$ cat src/hdl/harness_macros.svh
`ifndef HARNESS_MACROS_SVH
`define HARNESS_MACROS_SVH

// ------------------------------
// Bus widths
// ------------------------------
`define HM_ADDR_W      32
`define HM_DATA_W      64
`define HM_STRB_W      8

// ------------------------------
// Address map
// ------------------------------
`define HM_ROM_BASE    32'h0001_0000
`define HM_ROM_WORDS   16
`define HM_SRAM_BASE   32'h8000_0000
`define HM_SRAM_WORDS  256
// No device behind this window, accesses error out
`define HM_GPIO_BASE   32'h4000_0000
`define HM_GPIO_SIZE   32'h0000_1000

// Upper half of every boot ROM word
`define HM_ROM_TAG     32'hb007_c0de

`endif

$ cat src/hdl/harness_pkg.sv
`include "harness_macros.svh"

package harness_pkg;

  // ------------------------------
  // Request and response payload
  // ------------------------------

  // Byte address, low bits select the byte inside a word
  typedef logic [`HM_ADDR_W-1:0] addr_t;

  // One full data word
  typedef logic [`HM_DATA_W-1:0] data_t;

  // Byte enables, bit k covers data bits 8k+7 down to 8k
  typedef logic [`HM_STRB_W-1:0] strb_t;

  // ------------------------------
  // Word indices
  // ------------------------------

  // Boot ROM word index
  typedef logic [$clog2(`HM_ROM_WORDS)-1:0] rom_idx_t;

  // Data RAM word index
  typedef logic [$clog2(`HM_SRAM_WORDS)-1:0] sram_idx_t;

endpackage

$ cat src/hdl/addr_decode.sv
`timescale 1ns/100ps
`include "harness_macros.svh"

module addr_decode (
  input  logic                  req_i,
  input  logic                  we_i,
  input  harness_pkg::addr_t    addr_i,
  output logic                  rom_req_o,
  output logic                  sram_req_o,
  output logic                  err_req_o,
  output harness_pkg::rom_idx_t rom_idx_o,
  output harness_pkg::sram_idx_t sram_idx_o
);

  import harness_pkg::*;

  // Byte offset inside a data word
  localparam int unsigned OffsW = $clog2(`HM_STRB_W);

  // Inclusive window bounds
  localparam addr_t RomFirst  = addr_t'(`HM_ROM_BASE);
  localparam addr_t RomLast   = addr_t'(`HM_ROM_BASE + `HM_ROM_WORDS * `HM_STRB_W - 1);
  localparam addr_t SramFirst = addr_t'(`HM_SRAM_BASE);
  localparam addr_t SramLast  = addr_t'(`HM_SRAM_BASE + `HM_SRAM_WORDS * `HM_STRB_W - 1);

  logic in_rom;
  logic in_sram;
  logic rom_hit;

  assign in_rom  = (addr_i >= RomFirst) && (addr_i <= RomLast);
  assign in_sram = (addr_i >= SramFirst) && (addr_i <= SramLast);

  // ROM is read only, a write there is an error
  assign rom_hit = in_rom && !we_i;

  // ------------------------------
  // Region strobes
  // ------------------------------
  // GPIO and unmapped space fall through to the error strobe
  assign rom_req_o  = req_i && rom_hit;
  assign sram_req_o = req_i && in_sram;
  assign err_req_o  = req_i && !rom_hit && !in_sram;

  // Word indices from the bits above the byte offset
  assign rom_idx_o  = addr_i[OffsW +: $bits(rom_idx_t)];
  assign sram_idx_o = addr_i[OffsW +: $bits(sram_idx_t)];

endmodule

$ cat config.mk
export PLATFORM = sky130hd
export DESIGN_NAME = addr_decode
export DESIGN_NICKNAME = d
export VERILOG_FILES = /design/src/hdl/harness_pkg.sv /design/src/hdl/addr_decode.sv
export VERILOG_INCLUDE_DIRS = /design/src /design/src/hdl
export SDC_FILE = /design/constraint.sdc
export NUM_CORES = 1
export LEC_CHECK = 0
export ABC_AREA = 1
export BUFFER_PORTS_ARGS = -buffer_cell sky130_fd_sc_hd__buf_2
export CORE_AREA = 2 2 39 41
export DETAILED_ROUTE_END_ITERATION = 16
export DIE_AREA = 0 0 41 43
export PLACE_DENSITY = 0.65
export SYNTH_ARGS = -nofsm -noshare
export SYNTH_HDL_FRONTEND = slang
export SYNTH_SLANG_ARGS = --single-unit
$ cat constraint.sdc
create_clock -name vclk -period 0.9
set_input_delay 0.135 -clock vclk [all_inputs]
set_output_delay 0.135 -clock vclk [all_outputs]
set_load 0.005 [all_outputs]
==> flow_metrics.env <==
export IMPL_status="complete, but fails checks"
export IMPL_violations="setup timing"
export IMPL_critPathBufInv=2
export IMPL_dr_pass1_iters=1
export IMPL_fillers=166
export IMPL_cap_viol_max_count=0
export IMPL_yosysTopAreaCellShare=0.3229
export IMPL_die_w_um=41
export IMPL_maxSlewViolCount=0
export IMPL_route_detailed_drc=0
export IMPL_synth_most_common_cell="nor2_1"
export IMPL_first_global_vias=326
export IMPL_worst_setup_path_end_kind="output pin"
export IMPL_dpl_instance_area_um2=379.1
export IMPL_hold_viol=0
export IMPL_grt_max_degree=3
export IMPL_fmax_mhz=975.0
export IMPL_cp_startpoint="addr_i[29]"
export IMPL_dpl_cell_count=95
export IMPL_grtUsageTotal=0.07692
export IMPL_path_class="in2out"
export IMPL_portBuffers=34
export IMPL_netlist_area_um2=279.0
export IMPL_yosys_top_cells_area="buf_4 (32%), nor2_1 (19%), inv_1 (17%)"
export IMPL_cpPeakStageDelay_ns=0.20
export IMPL_required_ns=0.76
export IMPL_die_area_um2=1763
export IMPL_area_growth_syn_to_layout_pct=65.02
export IMPL_synthTopCellsByCount="nor2_1 (14), inv_1 (13), buf_4 (12)"
export IMPL_design_seq_count=0
export IMPL_dr_first_iter_drc_count=0
export IMPL_critical_path_top_delay_family="simple AND/OR/NAND/NOR gates"
export IMPL_fin_cells=95
export IMPL_clkbuf_count=0
export IMPL_path_max_fanout=2
export IMPL_postRouteWirelength_um=734
export IMPL_routed_via_density=3.947
export IMPL_hp_class="in2out"
export IMPL_grt_overflow=0
export IMPL_regArea_um2=0
export IMPL_grt_first_pass_wirelength_mm=1.035
export IMPL_grt_antenna_before_repair=0
export IMPL_crit_end="err_req_o"
export IMPL_postCtsSetupRepairBufs=0
export IMPL_cp_depth=7
export IMPL_period_minus_slack_ns=1.026
export IMPL_ios=49
export IMPL_leakagePower_nw=0.2686
export IMPL_core_um2=1384
export IMPL_final_core_util=0.3327
export IMPL_netlist_instances=57
export IMPL_drive_gt1_frac=0.5949
export IMPL_crit_path_top_delay_cell="nand3b_1"
export IMPL_startpoint_type="input port"
export IMPL_timing_hold_ws_ns=0.2700
export IMPL_hpwl_um=616.4
export IMPL_max_slew_margin=0.8958
export IMPL_critical_path_cell_chain="buf_2 > nor2_4 > nand3_2 > nand3b_1 > nor2_1 > nor2_1 > buf_2"
export IMPL_syn_area_per_cell_um2=4.895
export IMPL_cp_arrival_ns=0.89
export IMPL_layout_setup_ws_ns=-0.1256
export IMPL_ys_types=9
export IMPL_core_rowCount=14
export IMPL_drtAntennaViolNets=0
export IMPL_fin_area_um2=460.4
export IMPL_nets=115
export IMPL_ys_warn_count=0
export IMPL_num_vias=375
export IMPL_place_gp_congestion=0.6268
export IMPL_grt_setup_unrepaired="yes"
export IMPL_finalSetupViolCount=3
export IMPL_period_share=1.140
export IMPL_whs_path_depth=0
export IMPL_yosysTopAreaCell="buf_4"
export IMPL_diodes=0
export IMPL_synth_seq_area_share=0
export IMPL_power_density_nw_per_um2=313.5
export IMPL_post_drt_wl_per_cell_um=7.726
export IMPL_worst_slew_pin_slew_ns=0.1552
export IMPL_ir_worst_vdd_mv=0.09697
export IMPL_start_util=0.2016
export IMPL_die_y_um=43
export IMPL_synth_nets=91
-- metal layers --
layer / routed length [um] / up-vias / track usage
met3: 105 / 0 / 0
met4: 0 / 0 / 0
li1: - / 196 / -
met5: 0 / - / 0
met1: 218 / 153 / 0.07595
met2: 409 / 26 / 0.1656
-- stage by stage --
step	setup WS [ns]	power, mW	setup TNS, ns
6_report	-0.1256	0.1444	-0.2863
5_1_grt	-0.2318	0.1645	-0.6192
4_1_cts	-0.1457	0.1211	-0.3399
3_5_place_dp	-0.1585	0.1074	-0.4205
3_3_place_gp	-0.1256	0.1043	-0.3561
2_1_floorplan	0.1393	0.07536	0
-- final cells by class --
cell class | count | area, um^2 | share of cell area
well taps | 16 | 20.02 | 0.04348
multi-input cells | 32 | 177.7 | 0.3859
repair buffers | 34 | 214.0 | 0.4647
inverters | 13 | 48.80 | 0.1060
-- how the worst min path moves through the flow --
stage | start | end | slack [ns]
global placement | addr_i[5] | sram_idx_o[2] | 0.27
detailed placement | addr_i[5] | sram_idx_o[2] | 0.27
finish | addr_i[3] | sram_idx_o[0] | 0.27
CTS | addr_i[5] | sram_idx_o[2] | 0.27
global route | addr_i[3] | sram_idx_o[0] | 0.27
floorplan | req_i | err_req_o | 0.35
-- placed cells by master, fill, tap and decap left out --
cell and n:
nand3b_1 2, inv_1 10, nand2_2 1, nor2_1 9, nor3_1 1, nand2_1 10
buf_6 7, nor2_2 3, nor2_4 2, nand3_2 1, inv_2 3, and2_4 1
nor3_2 2, buf_2 27
-- where the power goes --
group | internal, mW | switching, mW | total (mW)
sequential | 0 | 0 | 0
combinational | 0.0880 | 0.0564 | 0.144
clock | 0 | 0 | 0
-- repair_timing --
action / CTS / global route
cloned: 0 / 0
gates resized for setup: 7 / 14
hold endpoints to repair: 0 / 0
pin swaps: 5 / 11
hold buffers: 0 / 0
endpoints found under the setup margin: 3 / 3
-- logic make-up (layout without fill, tap and decap cells) --
group                  count (synthesis)  after routing  share of synthesized area
and+or+nand+nor                       32             32                     0.5022
buffers and inverters                 25             47                     0.4978
Power figures use the tool's default switching activity.
