### src/hdl/harness_macros.svh
`ifndef HARNESS_MACROS_SVH
`define HARNESS_MACROS_SVH

// ------------------------------
// Bus widths
// ------------------------------
`define HM_ADDR_W      32
`define HM_DATA_W      64
`define HM_STRB_W      8

// ------------------------------
// Address map
// ------------------------------
`define HM_ROM_BASE    32'h0001_0000
`define HM_ROM_WORDS   16
`define HM_SRAM_BASE   32'h8000_0000
`define HM_SRAM_WORDS  256
// No device behind this window, accesses error out
`define HM_GPIO_BASE   32'h4000_0000
`define HM_GPIO_SIZE   32'h0000_1000

// Upper half of every boot ROM word
`define HM_ROM_TAG     32'hb007_c0de

`endif

### src/hdl/harness_pkg.sv
`include "harness_macros.svh"

package harness_pkg;

  // ------------------------------
  // Request and response payload
  // ------------------------------

  // Byte address, low bits select the byte inside a word
  typedef logic [`HM_ADDR_W-1:0] addr_t;

  // One full data word
  typedef logic [`HM_DATA_W-1:0] data_t;

  // Byte enables, bit k covers data bits 8k+7 down to 8k
  typedef logic [`HM_STRB_W-1:0] strb_t;

  // ------------------------------
  // Word indices
  // ------------------------------

  // Boot ROM word index
  typedef logic [$clog2(`HM_ROM_WORDS)-1:0] rom_idx_t;

  // Data RAM word index
  typedef logic [$clog2(`HM_SRAM_WORDS)-1:0] sram_idx_t;

endpackage

### src/hdl/boot_rom.sv
`timescale 1ns/100ps
`include "harness_macros.svh"

module boot_rom (
  input  logic                  clk_i,
  input  logic                  rst_ni,
  input  logic                  req_i,
  input  harness_pkg::rom_idx_t idx_i,
  output harness_pkg::data_t    rdata_o
);

  import harness_pkg::*;

  localparam int unsigned HalfW = `HM_DATA_W / 2;

  // Low half step between consecutive words
  localparam logic [HalfW-1:0] LowStep = 32'h0101_0101;

  data_t rom_table [`HM_ROM_WORDS];

  // ------------------------------
  // Fixed contents
  // ------------------------------
  // Tag on top, index pattern below
  for (genvar k = 0; k < `HM_ROM_WORDS; k++) begin : g_rom_word
    assign rom_table[k] = {
      HalfW'(`HM_ROM_TAG),
      HalfW'(k) * LowStep
    };
  end

  // ------------------------------
  // Registered read
  // ------------------------------
  always_ff @(posedge clk_i or negedge rst_ni) begin
    if (!rst_ni) begin
      rdata_o <= '0;
    end else if (req_i) begin
      rdata_o <= rom_table[idx_i];
    end
  end

endmodule

### config.mk
export PLATFORM = sky130hd
export DESIGN_NAME = boot_rom
export DESIGN_NICKNAME = d
export VERILOG_FILES = /design/src/hdl/harness_pkg.sv /design/src/hdl/boot_rom.sv
export VERILOG_INCLUDE_DIRS = /design/src /design/src/hdl
export SDC_FILE = /design/constraint.sdc
export NUM_CORES = 1
export LEC_CHECK = 0
export ABC_AREA = 1
export BUFFER_PORTS_ARGS = -buffer_cell sky130_fd_sc_hd__buf_2
export CAP_MARGIN = 20
export CORE_ASPECT_RATIO = 1.1
export CORE_MARGIN = 2
export CORE_UTILIZATION = 26
export CTS_BUF_LIST = sky130_fd_sc_hd__clkbuf_8
export DETAILED_ROUTE_END_ITERATION = 6
export PLACE_DENSITY_LB_ADDON = 0.25
export SETUP_SLACK_MARGIN = 0.2
export SYNTH_ARGS = -nofsm -noshare
export SYNTH_HDL_FRONTEND = slang
export SYNTH_SLANG_ARGS = --single-unit
### constraint.sdc
create_clock -name clk_i -period 1.42 [get_ports clk_i]
set_clock_uncertainty 0.2 [all_clocks]
set_input_delay 0 -clock clk_i [delete_from_list [all_inputs] [get_ports clk_i]]
set_output_delay 0 -clock clk_i [all_outputs]
set_load 0.05 [all_outputs]
==> reports/results.tsv <==
stage	metric	value	unit
placed_design	total cell area at the placement stage	527	um2
logic_synthesis	cell type with the highest aggregate area in the netlist	sky130_fd_sc_hd__buf_4	
clock_tree	CTS HTree Levels	1	
setup_path	worst setup path startpoint	rdata_o[60]	
clock_tree	root buffer cell	sky130_fd_sc_hd__clkbuf_8	
power_and_ir_drop	peak supply drop	0.000463	V
placed_design	count of input and output buffers	36	
logic_synthesis	Post-synth ARST share	1.00	
die	die outline width	50.8	um
global_route	via count of the first global-routing pass	308	
die	height of the chip	55.5	um
timing	post-layout min period	1160	ps
power_and_ir_drop	Internal Dissipation	0.389	mW
clock_tree	insertion delay to the later sink of the worst-skew pair	220	ps
clock_tree	register clock-pin slew on the reported worst setup and hold paths	40	ps
die	initial core utilization	0.276	
timing	Setup TNS Final	0	ps
cells_and_area	synthesis-to-finish area growth	2.40	%
setup_path	required arrival time at the worst endpoint	1220	ps
cells_and_area	register containing the most flip-flops in the final layout	rdata_o	
placed_design	global placement routability congestion	0.615	
flow_run	number of violations of the max-capacitance limit	0	
logic_synthesis	synth top area cells	sky130_fd_sc_hd__buf_4 (71%), sky130_fd_sc_hd__dfrtp_1 (20%), sky130_fd_sc_hd__nand2_1 (7.2%)	
power_and_ir_drop	Comb pwr share	0.502	
setup_path	data arrival time at the worst-slack endpoint	960	ps
timing	period utilization	0.813	
detailed_routing	Post-DRT Antenna Nets	0	
global_route	wire length of the first global-routing pass	1330	um
timing	achievable clock frequency	866	MHz
global_route	global-route congestion overflow total	0	
timing	total count of hold-check failures in the final report	0	
logic_synthesis	mean area per synthesized cell	7.93	um2
detailed_routing	number of vias after detailed routing	395	
power_and_ir_drop	proportion of power drawn by the clock network	0.304	
cells_and_area	registers with the most flip-flops	rdata_o: 5 flops	
global_route	antenna violations before repair	0	
setup_path	worst path bufs/invs	1	
placed_design	Detail Placement HPWL	707	um
cells_and_area	combined flip-flop and latch cell area	126	um2
setup_path	Startpoint Class	flip-flop	
power_and_ir_drop	overall power after layout	0.844	mW
cells_and_area	number of inserted diodes	0	
detailed_routing	DRC errors left	0	
detailed_routing	routed wirelength normalized by instance count	7.39	um
logic_synthesis	cell types with the highest counts after synthesis	sky130_fd_sc_hd__buf_4 (59), sky130_fd_sc_hd__nand2_1 (12), sky130_fd_sc_hd__dfrtp_1 (5)	
timing	worst hold slack across all endpoints	315	ps
logic_synthesis	main flop type after synthesis	sky130_fd_sc_hd__dfrtp_1	
cells_and_area	flip-flop count of the largest register after layout	5	
detailed_routing	final wirelength	961	um
power_and_ir_drop	switching power share of the total	0.539	
power_and_ir_drop	leakage power	0.387	nW
setup_path	CP Cell Sequence	buf_2	
die	standard-cell row count	18	
die	top-level I/O count	71	
power_and_ir_drop	total power divided by cell area	1320	nW/um2
setup_path	worst reg2reg path startpoint	rdata_o[60]	
clock_tree	number of clock sinks seen by CTS	5	
logic_synthesis	count of flip-flops with a built-in enable after synthesis	0	
cells_and_area	number of fill cells in the layout	262	
logic_synthesis	most used standard cell by instance count after synthesis	sky130_fd_sc_hd__buf_4	
timing	Final Max Slew Viols	0	
detailed_routing	Vias/cell	3.04	
global_route	pin count of the biggest net entering global routing	16	
clock_tree	maximum count of clock buffers along a single path	2	
status	result of the run	complete, no violations	
cells_and_area	Util after Layout	0.282	
die	placeable core area	2270	um2
clock_tree	number of buffers created by CTS	3	
logic_synthesis	proportion of netlist area held by the largest area contributor	0.707	
global_route	total routing resource utilization after global routing	0.0679	
logic_synthesis	Syn Std Cell Area	627	um2
cells_and_area	multi-input logic area	179	um2
clock_tree	post-CTS sizing	0	
detailed_routing	first drt pass iteration count	2	
cells_and_area	share of final-layout standard cells stronger than drive strength 1	0.410	
logic_synthesis	portion of the post-synthesis area used by sequential elements	0.200	
timing	setup repair after global routing missed its margin	yes	
setup_path	crit-path max cell delay	440	ps
timing	setup violators final	0	
setup_path	CP max stage cell	sky130_fd_sc_hd__dfrtp_2	
detailed_routing	number of DRC markers after the initial detailed-route iteration	2	
die	die area	2820	um2
setup_path	maximum fanout count along the critical path	15	
setup_path	type of the worst setup path	flip-flop to primary output	
setup_path	endpoint kind of the worst setup timing path	primary output	
cells_and_area	# nets final	108	
logic_synthesis	Warnings, synthesis	0	
cells_and_area	cell area after layout	642	um2
clock_tree	TritonCTS clock tree	built	
power_and_ir_drop	Seq pwr share	0.194	
worst_hold_path	Min-Delay Startpoint	idx_i[2]	
power_and_ir_drop	net switching power	0.455	mW
logic_synthesis	cell count after synthesis	79	
worst_hold_path	class of the tightest hold or removal check	input port to flip-flop	
setup_path	category of cells accounting for the largest share of critical-path delay	flip-flops	
logic_synthesis	number of distinct library cells after synthesis	6	
logic_synthesis	register bit count reported by yosys	5	
## logic make-up after synthesis
group | Yosys count | share of synthesized area
DFF | 5 | 0.200
buffers and inverters | 60 | 0.713
and+or+nand+nor | 13 | 0.0818
other | 1 | 0.00598
## final timing paths
| kind | endpoint | depth (start not counted) | slack (ps) |
|---|---|---|---|
| min | rdata_o[26] | 4 | 310 |
| min in group asynchronous | rdata_o[25] | 3 | 530 |
| min reg2reg | rdata_o[27] | 2 | 320 |
| max reg2reg | rdata_o[60] | 1 | 410 |
| max in group asynchronous | rdata_o[60] | 3 | 270 |
| max | rdata_o[39] | 1 | 260 |
## metal layers
layer / vias to the layer above / wire length [um] / global-route usage
met5: - / 0 / 0
met4: 0 / 53 / 0.0965
met3: 6 / 124 / 0.0108
met2: 36 / 545 / 0.117
met1: 170 / 238 / 0.0531
li1: 183 / - / -
## metrics by stage
| step | std cells | setup WS (ps) |
|---|---|---|
| after floorplan | 112 | 280 |
| after global placement | 119 | 419 |
| after detailed placement | 119 | 398 |
| after CTS | 130 | 246 |
| after global routing | 130 | 196 |
| final | 130 | 265 |
## timing repair
item	4_1_cts	5_1_grt
hold buffers	7	0
hold endpoints to repair	10	0
endpoints found under the setup margin	0	9
buffers inserted	0	0
## power groups by stage
stage	combinational, mW	sequential, mW	clock, mW
2_1_floorplan	0.434	0.202	0
6_report	0.424	0.164	0.257
3_3_place_gp	0.408	0.165	0
4_1_cts	0.422	0.164	0.263
5_1_grt	0.438	0.167	0.278
3_5_place_dp	0.407	0.166	0
## layout make-up
type	instances	share of cell area
Sequential cell	5	0.197
Inverter	1	0.00585
Clock inverter	1	0.00585
Multi-Input combinational cell	47	0.279
Tap cell	30	0.0585
Clock buffer	3	0.0643
Timing Repair Buffer	43	0.390
## layout by cell type (no fill, tap or decap), drive strengths merged
| master | netlist | routed |
|---|---|---|
| dlygate4sd3 | 0 | 7 |
| dfrtp | 5 | 5 |
| clkbuf | 0 | 3 |
| buf | 59 | 36 |
| inv | 1 | 2 |
| conb | 1 | 34 |
| nand2 | 12 | 12 |
| or2 | 1 | 1 |
No activity file was read; power rests on OpenSTA's default activity.
