[src/hdl/harness_macros.svh]
`ifndef HARNESS_MACROS_SVH
`define HARNESS_MACROS_SVH

// ------------------------------
// Bus widths
// ------------------------------
`define HM_ADDR_W      32
`define HM_DATA_W      64
`define HM_STRB_W      8

// ------------------------------
// Address map
// ------------------------------
`define HM_ROM_BASE    32'h0001_0000
`define HM_ROM_WORDS   16
`define HM_SRAM_BASE   32'h8000_0000
`define HM_SRAM_WORDS  256
// No device behind this window, accesses error out
`define HM_GPIO_BASE   32'h4000_0000
`define HM_GPIO_SIZE   32'h0000_1000

// Upper half of every boot ROM word
`define HM_ROM_TAG     32'hb007_c0de

`endif

[src/hdl/harness_pkg.sv]
`include "harness_macros.svh"

package harness_pkg;

  // ------------------------------
  // Request and response payload
  // ------------------------------

  // Byte address, low bits select the byte inside a word
  typedef logic [`HM_ADDR_W-1:0] addr_t;

  // One full data word
  typedef logic [`HM_DATA_W-1:0] data_t;

  // Byte enables, bit k covers data bits 8k+7 down to 8k
  typedef logic [`HM_STRB_W-1:0] strb_t;

  // ------------------------------
  // Word indices
  // ------------------------------

  // Boot ROM word index
  typedef logic [$clog2(`HM_ROM_WORDS)-1:0] rom_idx_t;

  // Data RAM word index
  typedef logic [$clog2(`HM_SRAM_WORDS)-1:0] sram_idx_t;

endpackage

[src/hdl/resp_select.sv]
`timescale 1ns/100ps

module resp_select (
  input  logic               clk_i,
  input  logic               rst_ni,
  input  logic               rom_req_i,
  input  logic               sram_req_i,
  input  logic               err_req_i,
  input  logic               we_i,
  input  harness_pkg::data_t rom_rdata_i,
  input  harness_pkg::data_t sram_rdata_i,
  output logic               rvalid_o,
  output harness_pkg::data_t rdata_o,
  output logic               err_o
);

  // Which target took the request one cycle ago
  logic rom_q;
  logic sram_q;
  logic err_q;
  logic we_q;

  // ------------------------------
  // Request tracking
  // ------------------------------
  always_ff @(posedge clk_i or negedge rst_ni) begin
    if (!rst_ni) begin
      rom_q  <= 1'b0;
      sram_q <= 1'b0;
      err_q  <= 1'b0;
      we_q   <= 1'b0;
    end else begin
      rom_q  <= rom_req_i;
      sram_q <= sram_req_i;
      err_q  <= err_req_i;
      we_q   <= we_i;
    end
  end

  // ------------------------------
  // Response
  // ------------------------------
  assign rvalid_o = rom_q || sram_q || err_q;
  assign err_o    = err_q;

  // Zero for writes and errors
  always_comb begin
    rdata_o = '0;
    if (!we_q) begin
      if (rom_q) begin
        rdata_o = rom_rdata_i;
      end else if (sram_q) begin
        rdata_o = sram_rdata_i;
      end
    end
  end

endmodule

[config.mk]
export PLATFORM = sky130hd
export DESIGN_NAME = resp_select
export DESIGN_NICKNAME = d
export VERILOG_FILES = /design/src/hdl/harness_pkg.sv /design/src/hdl/resp_select.sv
export VERILOG_INCLUDE_DIRS = /design/src /design/src/hdl
export SDC_FILE = /design/constraint.sdc
export NUM_CORES = 1
export LEC_CHECK = 0
export ABC_AREA = 1
export BUFFER_PORTS_ARGS = -buffer_cell sky130_fd_sc_hd__buf_2
export CAP_MARGIN = 20
export CORE_AREA = 3 3 77 79
export DETAILED_ROUTE_END_ITERATION = 7
export DIE_AREA = 0 0 80 82
export PLACE_DENSITY = 0.69
export RECOVER_POWER = 50
export REMOVE_ABC_BUFFERS = 1
export SYNTH_ARGS = -nofsm -noshare
export SYNTH_HDL_FRONTEND = slang
export SYNTH_SLANG_ARGS = --single-unit
[constraint.sdc]
create_clock -name clk_i -period 1.3 [get_ports clk_i]
set_clock_uncertainty 0.1 [all_clocks]
set_input_delay 0 -clock clk_i [delete_from_list [all_inputs] [get_ports clk_i]]
set_output_delay 0 -clock clk_i [all_outputs]
set_load 0.005 [all_outputs]
==> metrics.cfg, run 1 <==
[floorplanning]
fp.dieH_um=82
start_util=0.243
num_rows=27
die_area_um2=6560
io_pins=200
core_um2=5410
die_x_um=80

[layout]
nNetsFinal=565
antenna_cells=0
fill_cells=531
drive_gt1_frac=0.677
regArea_um2=104
synthToLayoutAreaGrowth_pct=121
multiInputGateArea_um2=1140
design_area_um2=2900

[status]
outcome=finished with violations
violations=setup timing

[clock_tree]
cts_buffers=3
clock_path_buffers=2
cts_tree=done
cts_sinks=4
htreeDepth=1
ctsRootBufferMaster=clkbuf_8
path_clk_slew_ns=0.03

[detailed_routing]
ant_nets=0
wire_per_inst_um=14.5
first_pass_iters=6
drt-vias-per-instance=4.87
remaining_drc_errors=0
vias=2444
dr.first_iter.drc_count=106
wirelength_mm=7.27

[logic_synthesis]
synth_area_per_cell_um2=5.79
synthDistinctLibCells=14
synth_top_area_share=0.232
ys_seq_area_frac=0.0761
yosysWarnings=0
synthCells=227
ys_ff_latch=4
syn_area_um2=1320
synthTopCellsByArea=a21oi_1, nand3_1, nand2_1
yosys.area.top_type=a21oi_1

[timing]
finalCriticalPeriod_ns=1.42
timing.hold.ws_ns=0.0521
worst_slew_pin_slew_ns=0.419
rsz0062_at_grt=yes
setup_ws_ns=-0.123
tns_ns=-5.38
finalHoldViolations=0
setup_viol=64
fin_crit_sh=1.09
slew_violations=0
fmax_mhz=703
relSlewSlack=0.721

[placed_design]
io_buffers=199
dpl_cell_area_um2=2290
hpwl_mm=4.66
place_congestion=0.719
post-place-ws_ns=0.0924

[setup_path]
crit_type=register to output pin
arrival_ns=1.32
cp_slowest_cell=dfrtp_2
start_kind=register
cpPeakStageDelay_ns=0.44
path_cells=buf_6, clkbuf_16, nand2_1, a21oi_1, buf_2
path_max_fanout=9
crit_required_ns=1.20
cp-end-kind=output pin

[power]
switchingPower_uw=465
ir_drop_mv=0.433
power_density_nw_per_um2=434
clockPowerShare=0.217
total_leakage_power_uw=0.00151
internal-power_uw=794
p_total_uw=1260
p_comb_frac=0.671
switching_share=0.369
p_seq_frac=0.112

[min_path]
min-delay-path-class=primary input to asynchronous set/reset pin

[global_routing]
grt_max_degree=38
antenna_found_initial=0
first_global_vias=2132
grt_pass1_wl_mm=9.15
gr-total-overflow=0
grt_usage=0.169

[run]
drv_cap=0

Yosys cell counts:
library cell and number:
a21oi_1 61, a21oi_2 3, buf_12 1, buf_2 4, buf_4 6, buf_6 9
buf_8 4, clkbuf_1 4, dfrtp_1 4, inv_2 1, nand2_1 65, nand3_1 54
nand3_2 10, nor2_1 1
critical path: cells and delay by family (launching register included):
family                 cells  cell delay (ns)
AO/OA/AOI/OAI              1             0.14
buffers and inverters      3             0.46
flip-flops                 1             0.44
AND/OR/NAND/NOR            1             0.05
area by class of cell:
class | instances | area share
repair buffers | 227 | 0.517
clock buffers | 4 | 0.0155
inverters | 1 | 0.00561
flip-flops and latches | 4 | 0.0358
multi-input cells | 194 | 0.395
well taps | 72 | 0.0311
stage by stage:
step | utilization | cells
floorplan | - | 199
global placement | 0.423 | 479
detailed placement | 0.423 | 479
CTS | 0.461 | 492
global route | 0.537 | 502
finish | 0.537 | 502
flip-flops by register name (all words and copies together) (netlist names):
signal / flops
sram_q: 1
err_o: 1
we_q: 1
rom_q: 1
path summary, 6_finish.rpt:
| check | start | end | slack, ns | cells past startpoint |
|---|---|---|---|---|
| setup / recovery | rom_q$_DFF_PN0_ | rdata_o[40] | -0.12 | 5 |
| hold / removal | rst_ni | we_q$_DFF_PN0_ | 0.05 | 2 |
| max in group asynchronous | rst_ni | rom_q$_DFF_PN0_ | 0.83 | 2 |
| min in group clk_i | sram_rdata_i[19] | rdata_o[19] | 0.21 | 4 |
cells by family after synthesis:
logic type / synth area share
simple gates: 0.470
buf+inv: 0.202
flops: 0.0761
compound gates: 0.252
routing by layer:
layer,share of wire,up-vias,global-route usage
li1,-,1188,-
met1,0.38,1104,0.180
met2,0.52,138,0.341
met3,0.080,14,0.0274
met4,0.020,0,0.0389
met5,0,-,0
placed cells by master, fill, tap and decap left out:
cell type,synthesis,routed
dfrtp_2,0,3
nand2_1,65,48
buf_16,0,2
nand3_1,54,41
clkbuf_16,0,8
nand3_4,0,1
clkbuf_1,4,2
buf_6,9,4
nand3_2,10,22
nand2_4,0,1
dlygate4sd3_1,0,5
dfrtp_1,4,1
a21oi_2,3,23
a21oi_1,61,41
buf_12,1,7
clkbuf_8,0,3
buf_4,6,2
buf_2,4,198
nor2_1,1,1
nand2_2,0,16
clkinv_8,0,1
power groups by stage:
stage,clock network [uW],registers [uW],logic [uW]
final,273,141,845
after global routing,289,142,922
after CTS,281,140,707
after detailed placement,0,141,648
after global placement,0,140,638
after floorplan,0,196,193
timing repair:
item / in CTS / in global routing
resized for setup: 13 / 50
pin swaps: 2 / 3
hold buffers: 5 / 0
endpoints found under the hold margin: 8 / 0
setup endpoints to repair: 64 / 64
cloned: 2 / 10
setup buffers: 2 / 0
No activity file was read; power rests on OpenSTA's default activity.
==> inputs of run 2 (changes only) <==
--- a/config.mk
+++ b/config.mk
@@ -13,7 +13,6 @@
 export DETAILED_ROUTE_END_ITERATION = 7
 export DIE_AREA = 0 0 80 82
 export PLACE_DENSITY = 0.69
-export RECOVER_POWER = 50
 export REMOVE_ABC_BUFFERS = 1
 export SYNTH_ARGS = -nofsm -noshare
 export SYNTH_HDL_FRONTEND = slang
==> run 2 against run 1 <==
The flow still finishes with violations (setup timing). Global-route usage unchanged. Setup slack unchanged. Utilization about the same. Critical path depth unchanged. Clock power about the same. Non-clock buffer count unchanged. First-iteration DRC count unchanged. Critical path type unchanged. Largest power group unchanged. Highest routed layer unchanged.
==> metrics.cfg, run 2 (synthesis gave the netlist of run 1 again) <==
[timing]
finalHoldViolations=0  ; unchanged
worst_slew_pin_slew_ns=0.419  ; unchanged
slew_violations=0  ; unchanged
setup_ws_ns=-0.123  ; unchanged
setup_viol=64  ; unchanged
rsz0062_at_grt=yes  ; unchanged
relSlewSlack=0.721  ; unchanged
fin_crit_sh=1.09  ; unchanged
fmax_mhz=703  ; unchanged
finalCriticalPeriod_ns=1.42  ; unchanged
tns_ns=-5.38  ; about the same

[global_routing]
antenna_found_initial=0  ; unchanged
grt_pass1_wl_mm=9.15  ; unchanged
grt_usage=0.169  ; unchanged
gr-total-overflow=0  ; unchanged
first_global_vias=2132  ; unchanged
grt_max_degree=38  ; unchanged

[layout]
synthToLayoutAreaGrowth_pct=121  ; about the same
fill_cells=532  ; was 531
antenna_cells=0  ; unchanged
layout_common_cells=buf_2, nand2_1, nand3_1, a21oi_1, a21oi_2  ; unchanged
drive_gt1_frac=0.679  ; was 0.677
layout_commonest_cell=buf_2  ; unchanged
nNetsFinal=565  ; unchanged

[placed_design]
io_buffers=199  ; unchanged
hpwl_mm=4.66  ; unchanged
place_congestion=0.719  ; unchanged

[floorplanning]
start_util=0.243  ; unchanged
num_rows=27  ; unchanged
fp.dieH_um=82  ; unchanged
core_um2=5410  ; unchanged
io_pins=200  ; unchanged
die_area_um2=6560  ; unchanged
die_x_um=80  ; unchanged

[detailed_routing]
first_pass_iters=6  ; unchanged
vias=2444  ; unchanged
wire_per_inst_um=14.5  ; about the same
dr.first_iter.drc_count=106  ; unchanged
wirelength_mm=7.26  ; was 7.27 mm
remaining_drc_errors=0  ; unchanged
drt-vias-per-instance=4.87  ; unchanged
ant_nets=0  ; unchanged

[power]
total_leakage_power_uw=0.00151  ; about the same
p_total_uw=1260  ; about the same
power_density_nw_per_um2=434  ; about the same
ir_drop_mv=0.433  ; about the same

[setup_path]
crit_type=register to output pin  ; unchanged
cp-end-kind=output pin  ; unchanged
start_kind=register  ; unchanged
arrival_ns=1.32  ; about the same
crit_required_ns=1.20  ; about the same
path_max_fanout=9  ; unchanged

[clock_tree]
cts_tree=done  ; unchanged
cts_buffers=3  ; unchanged
cts_sinks=4  ; unchanged
ctsRootBufferMaster=clkbuf_8  ; unchanged
path_clk_slew_ns=0.03  ; about the same
htreeDepth=1  ; unchanged
clock_path_buffers=2  ; unchanged

[status]
outcome=finished with violations  ; unchanged
violations=setup timing  ; unchanged

[min_path]
min-delay-path-class=primary input to asynchronous set/reset pin  ; unchanged

[run]
drv_cap=0  ; unchanged

[run 2: cell types whose count changed in the layout (fill, tap and decap cells not counted)]
cell / before / now
clkbuf_1: 2 / 1
buf_2: 198 / 199
[run 2: report_power, final]
group | switching (uW) | internal (uW)
clock network | 63.6 | 209
logic | 393 | 452
registers | 8.58 | 133
[run 2: path summary, 6_finish.rpt]
| path | start | end |
|---|---|---|
| setup / recovery | rom_q$_DFF_PN0_ | rdata_o[40] |
| hold / removal | rst_ni | we_q$_DFF_PN0_ |
| max in group asynchronous | rst_ni | rom_q$_DFF_PN0_ |
| min in group clk_i | sram_rdata_i[19] | rdata_o[19] |
[run 2: stage by stage]
stage / hold slack (ns) / instance area, um2 / setup WS, ns / std cells / utilization
finish: 0.0159 / 2900 / -0.123 / 502 / 0.537
global placement: -0.290 / 2290 / 0.0827 / 479 / 0.423
CTS: 0.0173 / 2490 / -0.106 / 492 / 0.461
detailed placement: -0.286 / 2290 / 0.0924 / 479 / 0.423
floorplan: -0.396 / 1050 / -1.02 / 199 / -
global route: 0.0196 / 2900 / -0.198 / 502 / 0.537
[run 2: critical path, cell delays in order (launching register included)]
cell       delay (ns)
dfrtp_2          0.44
buf_6            0.17
clkbuf_16        0.16
nand2_1          0.05
a21oi_1          0.14
buf_2            0.13
[run 2: layout make-up]
cell class,instances,area (um2),area share
repair buffers,227,1500,0.517
multi-input cells,194,1140,0.395
flip-flops and latches,4,104,0.0358
well taps,72,90.1,0.0310
clock buffers,4,45.0,0.0155
inverters,1,16.3,0.00561
[run 2: layer usage]
layer,vias to the layer above,GRT usage,share of wire
met3,14,0.0274,0.080
met5,-,0,0
li1,1188,-,-
met4,0,0.0389,0.020
met2,138,0.341,0.52
met1,1104,0.180,0.38
[run 2: repair_timing]
item | in CTS | in global routing
gates cloned | 2 | 10
hold endpoints to repair | 8 | 0
pin swaps | 2 | 3
gates resized for setup | 13 | 50
setup endpoints to repair | 64 | 64
hold buffers | 5 | 0
buffers inserted | 2 | 0
